==> config.mk <==
export PLATFORM = sky130hd
export DESIGN_NAME = eth_mac_tx
export DESIGN_NICKNAME = d
export VERILOG_FILES = /design/src/source/eth_tx_pkg.sv /design/src/source/eth_mac_tx.sv /design/src/source/rgmii_tx.sv /design/src/source/tx_fcs_append.sv /design/src/source/tx_preamble_insert.sv
export SDC_FILE = /design/constraint.sdc
export NUM_CORES = 1
export LEC_CHECK = 0
export BUFFER_PORTS_ARGS = -buffer_cell sky130_fd_sc_hd__buf_2
export CAP_MARGIN = 30
export CORE_ASPECT_RATIO = 0.8
export CORE_UTILIZATION = 45
export DETAILED_ROUTE_END_ITERATION = 12
export PLACE_DENSITY = 0.73
export SLEW_MARGIN = 20
export SYNTH_ARGS = -nofsm -noshare
export SYNTH_HDL_FRONTEND = slang
export SYNTH_HIERARCHICAL = 1
export SYNTH_SLANG_ARGS = --single-unit
==> constraint.sdc <==
create_clock -name gmii_tx_clk -period 2.1 [get_ports gmii_tx_clk]
set_clock_uncertainty 0.15 [all_clocks]
set_input_delay 0.525 -clock gmii_tx_clk [delete_from_list [all_inputs] [get_ports gmii_tx_clk]]
set_output_delay 0.525 -clock gmii_tx_clk [all_outputs]
set_load 0.05 [all_outputs]
==> src/source/eth_tx_pkg.sv <==
package eth_tx_pkg;

    // **************************************************************************
    // Framing constants
    // **************************************************************************

    localparam logic [7:0] PREAMBLE_BYTE = 8'h55;  // Repeated ahead of the SFD
    localparam logic [7:0] SFD_BYTE      = 8'hD5;  // Start of frame delimiter
    localparam int         FCS_LEN       = 4;      // CRC-32 trailer bytes

    // **************************************************************************
    // Stream beat
    // **************************************************************************

    // One gmii_tx_clk cycle of the transmit stream, passed stage to stage
    typedef struct packed {
        logic [7:0] data;
        logic       en;
        logic       er;
        logic       payload;  // Byte goes into the CRC
    } gmii_beat_t;

    // **************************************************************************
    // FCS stage
    // **************************************************************************

    // IDLE waits for payload, PASS runs the CRC, APPEND sends the trailer
    typedef enum logic [1:0] {
        FCS_IDLE   = 2'd0,
        FCS_PASS   = 2'd1,
        FCS_APPEND = 2'd2
    } fcs_state_t;

endpackage
==> src/source/eth_mac_tx.sv <==
`timescale 1ns/1ps

module eth_mac_tx #(
    parameter int PREAMBLE_LEN = 7  // Count of 0x55 bytes, 1 to 15
) (
    input  logic       gmii_tx_clk,
    input  logic       tx_reset_sync,
    input  logic       gmii_tx_en,
    input  logic       gmii_tx_er,
    input  logic [7:0] gmii_txd,
    output logic       rgmii_txc,
    output logic       rgmii_tx_ctl,
    output logic [3:0] rgmii_txd
);

    eth_tx_pkg::gmii_beat_t pre_beat;  // Framed, payload marked
    eth_tx_pkg::gmii_beat_t fcs_beat;  // With CRC trailer

    // **************************************************************************
    // Transmit pipeline
    // **************************************************************************

    // Preamble and SFD ahead of each frame
    tx_preamble_insert #(
        .PREAMBLE_LEN (PREAMBLE_LEN)
    ) tx_preamble_insert_inst (
        .gmii_tx_clk   (gmii_tx_clk),
        .tx_reset_sync (tx_reset_sync),
        .gmii_tx_en    (gmii_tx_en),
        .gmii_tx_er    (gmii_tx_er),
        .gmii_txd      (gmii_txd),
        .pre_beat      (pre_beat)
    );

    // CRC-32 over the payload, FCS appended
    tx_fcs_append tx_fcs_append_inst (
        .gmii_tx_clk   (gmii_tx_clk),
        .tx_reset_sync (tx_reset_sync),
        .pre_beat      (pre_beat),
        .fcs_beat      (fcs_beat)
    );

    // Byte beats to DDR nibbles
    rgmii_tx rgmii_tx_inst (
        .gmii_tx_clk   (gmii_tx_clk),
        .tx_reset_sync (tx_reset_sync),
        .fcs_beat      (fcs_beat),
        .rgmii_txc     (rgmii_txc),
        .rgmii_tx_ctl  (rgmii_tx_ctl),
        .rgmii_txd     (rgmii_txd)
    );

endmodule

==> src/source/rgmii_tx.sv <==
`timescale 1ns/1ps

module rgmii_tx (
    input  logic                   gmii_tx_clk,
    input  logic                   tx_reset_sync,
    input  eth_tx_pkg::gmii_beat_t fcs_beat,
    output logic                   rgmii_txc,
    output logic                   rgmii_tx_ctl,
    output logic [3:0]             rgmii_txd
);

    logic [7:0] txd_rise;
    logic       en_rise;
    logic       er_rise;
    logic [3:0] txd_fall;  // High nibble for the low half
    logic       ctl_fall;  // en XOR er for the low half

    // **************************************************************************
    // Rising edge register
    // **************************************************************************

    always_ff @(posedge gmii_tx_clk) begin
        if (tx_reset_sync) begin
            txd_rise <= 8'h00;
            en_rise  <= 1'b0;
            er_rise  <= 1'b0;
        end else begin
            txd_rise <= fcs_beat.data;
            en_rise  <= fcs_beat.en;
            er_rise  <= fcs_beat.er;
        end
    end

    // Second half of the same beat, taken half a cycle later
    always_ff @(negedge gmii_tx_clk) begin
        if (tx_reset_sync) begin
            txd_fall <= 4'h0;
            ctl_fall <= 1'b0;
        end else begin
            txd_fall <= txd_rise[7:4];
            ctl_fall <= en_rise ^ er_rise;
        end
    end

    // **************************************************************************
    // DDR output mux, clock level selects the half
    // **************************************************************************

    assign rgmii_txc    = gmii_tx_clk;  // No phase shift
    assign rgmii_txd    = gmii_tx_clk ? txd_rise[3:0] : txd_fall;
    assign rgmii_tx_ctl = gmii_tx_clk ? en_rise : ctl_fall;

endmodule

==> src/source/tx_fcs_append.sv <==
`timescale 1ns/1ps

module tx_fcs_append (
    input  logic                   gmii_tx_clk,
    input  logic                   tx_reset_sync,
    input  eth_tx_pkg::gmii_beat_t pre_beat,
    output eth_tx_pkg::gmii_beat_t fcs_beat
);

    localparam logic [31:0] CRC_POLY = 32'hEDB8_8320;  // Reflected 802.3 polynomial
    localparam logic [31:0] CRC_INIT = 32'hFFFF_FFFF;

    eth_tx_pkg::fcs_state_t state;
    logic [31:0]            crc;
    logic [31:0]            fcs;
    logic [1:0]             fcs_cnt;  // Trailer byte being sent
    eth_tx_pkg::gmii_beat_t fcs_out;

    // One byte through the reflected CRC-32, LSB first
    function automatic logic [31:0] crc32_byte(
        input logic [31:0] crc_in,
        input logic [7:0]  data
    );
        logic [31:0] c;
        c = crc_in ^ {24'h0, data};
        for (int i = 0; i < 8; i++) begin
            c = c[0] ? ((c >> 1) ^ CRC_POLY) : (c >> 1);
        end
        return c;
    endfunction

    assign fcs = ~crc;

    // Trailer beat, low byte of the complemented CRC first
    always_comb begin
        fcs_out      = '0;
        fcs_out.data = fcs[8*fcs_cnt +: 8];
        fcs_out.en   = 1'b1;
    end

    // **************************************************************************
    // FCS FSM
    // **************************************************************************

    always_ff @(posedge gmii_tx_clk) begin
        if (tx_reset_sync) begin
            state    <= eth_tx_pkg::FCS_IDLE;
            crc      <= CRC_INIT;
            fcs_cnt  <= 2'd0;
            fcs_beat <= '0;
        end else begin
            case (state)
                eth_tx_pkg::FCS_IDLE: begin
                    fcs_beat <= pre_beat;  // Preamble, SFD and idle pass untouched
                    if (pre_beat.payload) begin
                        crc   <= crc32_byte(CRC_INIT, pre_beat.data);
                        state <= eth_tx_pkg::FCS_PASS;
                    end else begin
                        crc <= CRC_INIT;
                    end
                end

                eth_tx_pkg::FCS_PASS: begin
                    if (pre_beat.payload) begin
                        fcs_beat <= pre_beat;
                        crc      <= crc32_byte(crc, pre_beat.data);  // er bytes count too
                    end else begin
                        // End of payload, the idle beat becomes FCS byte 0
                        fcs_beat <= fcs_out;
                        fcs_cnt  <= 2'd1;
                        state    <= eth_tx_pkg::FCS_APPEND;
                    end
                end

                eth_tx_pkg::FCS_APPEND: begin
                    fcs_beat <= fcs_out;  // Incoming idle beats are dropped here
                    fcs_cnt  <= fcs_cnt + 2'd1;
                    if (fcs_cnt == 2'(eth_tx_pkg::FCS_LEN - 1)) begin
                        state <= eth_tx_pkg::FCS_IDLE;
                    end
                end

                default: begin
                    state <= eth_tx_pkg::FCS_IDLE;
                end
            endcase
        end
    end

endmodule

==> src/source/tx_preamble_insert.sv <==
`timescale 1ns/1ps

module tx_preamble_insert #(
    parameter int PREAMBLE_LEN = 7
) (
    input  logic                   gmii_tx_clk,
    input  logic                   tx_reset_sync,
    input  logic                   gmii_tx_en,
    input  logic                   gmii_tx_er,
    input  logic [7:0]             gmii_txd,
    output eth_tx_pkg::gmii_beat_t pre_beat
);

    localparam int CNT_W = $clog2(PREAMBLE_LEN + 1);

    eth_tx_pkg::gmii_beat_t in_beat;
    eth_tx_pkg::gmii_beat_t dly [PREAMBLE_LEN+1];  // Holds the frame while the header goes out
    eth_tx_pkg::gmii_beat_t hdr_beat;
    logic [CNT_W-1:0]       hdr_cnt;
    logic                   hdr_last;
    logic                   frame_start;

    // Idle cycles carry zero data
    always_comb begin
        in_beat.data    = (gmii_tx_en || gmii_tx_er) ? gmii_txd : 8'h00;
        in_beat.en      = gmii_tx_en;
        in_beat.er      = gmii_tx_er;
        in_beat.payload = gmii_tx_en;
    end

    assign frame_start = gmii_tx_en && !dly[0].en;  // Rising edge of en
    assign hdr_last    = (hdr_cnt == CNT_W'(PREAMBLE_LEN));

    // Preamble bytes, then the SFD on the last header count
    always_comb begin
        hdr_beat      = '0;
        hdr_beat.data = hdr_last ? eth_tx_pkg::SFD_BYTE : eth_tx_pkg::PREAMBLE_BYTE;
        hdr_beat.en   = 1'b1;
    end

    // **************************************************************************
    // Delay line, PREAMBLE_LEN+1 beats deep
    // **************************************************************************

    always_ff @(posedge gmii_tx_clk) begin
        if (tx_reset_sync) begin
            for (int i = 0; i <= PREAMBLE_LEN; i++) begin
                dly[i] <= '0;
            end
        end else begin
            dly[0] <= in_beat;
            for (int i = 1; i <= PREAMBLE_LEN; i++) begin
                dly[i] <= dly[i-1];
            end
        end
    end

    // **************************************************************************
    // Header counter and output register
    // **************************************************************************

    always_ff @(posedge gmii_tx_clk) begin
        if (tx_reset_sync) begin
            hdr_cnt  <= '0;
            pre_beat <= '0;
        end else if (frame_start || hdr_cnt != '0) begin
            pre_beat <= hdr_beat;
            hdr_cnt  <= hdr_last ? '0 : hdr_cnt + 1'b1;  // Count 0 only on frame_start
        end else begin
            pre_beat <= dly[PREAMBLE_LEN];  // First payload byte lands right after the SFD
        end
    end

endmodule

==> results_dict.tcl <==
set metrics [dict create \
    status "finished with violations" \
    violations "setup timing" \
    grt-ovfl-total 0 \
    syn_area_sq_um 7070 \
    grt_pass1_wl_mm 24.6 \
    grt_setup_unrepaired "yes" \
    nNetsFinal 727 \
    p_leak_nw 3.50 \
    avgSynthCellArea_sq_um 11.3 \
    dp_slack_ps -366 \
    vias 4833 \
    cap_violations 0 \
    wl_met2_mm 7.47 \
    vias_per_cell 5.20 \
    clkLatencyLatePin_ps 530 \
    wl_mm 16.3 \
    cp_max_fo 1 \
    antenna_found_initial 0 \
    gp_congestion 0.914 \
    dieWidth_microns 142 \
    finalNonFillerCells 930 \
    min_path_type "in -> reg" \
    n_antenna_cell 0 \
    hpwl_mm 10.2 \
    cellPowerDensity_nw_per_um2 1810 \
    areaGrowthSynthToFinish_pct 26.3 \
    synthCells 625 \
    core_sq_um 15200 \
    worstSetupEndpointType "output pin" \
    setup.worst_path.class "reg -> out" \
    die_h_microns 114 \
    drt_iter0_drc 359 \
    top_layer "met4" \
    routedLengthMet1_mm 7.11 \
    dr.pass1.iters 5 \
    maxSlewViolCount 0 \
    drc 0 \
    setup_ws_ps -934 \
    max-slew-margin-rel 0.615 \
    cts_hold_buf 0 \
    start_util 0.466 \
    die_area_sq_um 16200 \
    clk_pin_slew_ps 70 \
    setup_viol 6 \
    peakVddDrop_mv 0.783 \
    cts_tree "done" \
    rows 40 \
    final_common_cell "dfxtp_1" \
    drtAntennaViolNets 0 \
    gr-usage-all-layers 0.205 \
    worstSetupStartpointType "register" \
    ys_warn_count 6 \
    worstPathRequired_ps 1420 \
    dr_wl_met3_mm 1.41 \
    synth_nets 646 \
    tightest_slew_ps 577 \
    grt_pass1_vias 4680 \
    final_cell_mix "dfxtp_1, nor2b_1, buf_4" \
    critPathArrivalTime_ps 2360 \
    final_hold_viol_count 0 \
    setup_tns_ps -4710 \
    drive_above_1_share 0.282 \
    grt_max_degree 88 \
    post-route-util 0.589 \
    numPortBuffers 17 \
    design.portCount 18 \
    dp.cells 866 \
    wl_per_cell_microns 17.5 \
]
## flip-flops by register name (all words and copies together) (netlist names)
register	count
tx_fcs_append_inst/fcs_beat	10
rgmii_tx_inst/en_rise	1
tx_preamble_insert_inst/pre_beat	11
tx_preamble_insert_inst/dly	80
tx_fcs_append_inst/state	2
tx_fcs_append_inst/crc	32
tx_fcs_append_inst/fcs_cnt	2
rgmii_tx_inst/txd_rise	8
rgmii_tx_inst/er_rise	1
rgmii_tx_inst/ctl_fall	1
tx_preamble_insert_inst/hdr_cnt	3
rgmii_tx_inst/txd_fall	4
## metrics by stage
stage | total power [mW] | area, sq um | hold slack (ps)
detailed placement | 10.8 | 7740 | 270
floorplan | 8.83 | 7070 | 260
global placement | 10.6 | 7740 | 267
finish | 16.2 | 8930 | 40.8
CTS | 14.7 | 8560 | 23.4
global route | 16.9 | 8930 | 17.8
## layout make-up
class | count | area, sq um
sequential | 155 | 3130
clock inverter | 21 | 195
timing repair buffer | 89 | 862
fill | 1201 | 6230
clock buffer | 28 | 609
inverter | 16 | 60.1
multi-input combinational | 411 | 3810
tap | 210 | 263
## layer usage
| layer | GRT usage | vias up |
|---|---|---|
| li1 | - | 2295 |
| met1 | 0.270 | 2334 |
| met2 | 0.306 | 170 |
| met3 | 0.0707 | 34 |
| met4 | 0.0853 | 0 |
| met5 | 0 | - |
## path summary, 6_finish.rpt
| check | slack (ps) | cells past startpoint | from | to |
|---|---|---|---|---|
| max reg2reg | 10 | 6 | tx_fcs_append_inst/crc[7] | tx_fcs_append_inst/crc[24] |
| min | 40 | 2 | gmii_txd[2] | tx_preamble_insert_inst/dly[0][5] |
| max | -930 | 2 | rgmii_tx_inst/txd_fall[2] | rgmii_txd[2] |
| min reg2reg | 270 | 2 | tx_preamble_insert_inst/dly[1][36] | tx_preamble_insert_inst/pre_beat[3] |
## worst max-delay path, stage by stage (launching register included)
cell,delay (ps)
dfxtp_1,300
mux2_4,280
buf_6,150
## report_power, final
part / total, mW / internal [mW] / switching (mW)
Sequential: 3.64 / 3.27 / 0.374
Combinational: 8.70 / 4.79 / 3.91
Clock: 3.81 / 2.12 / 1.69
## what timing repair did
action                     4_1_cts  5_1_grt
setup buffers                    6       17
gates cloned                     0        2
pin swaps                        2       21
setup endpoints to repair        7       29
gates resized for setup         20       44
(Power assumes the default switching activity.)
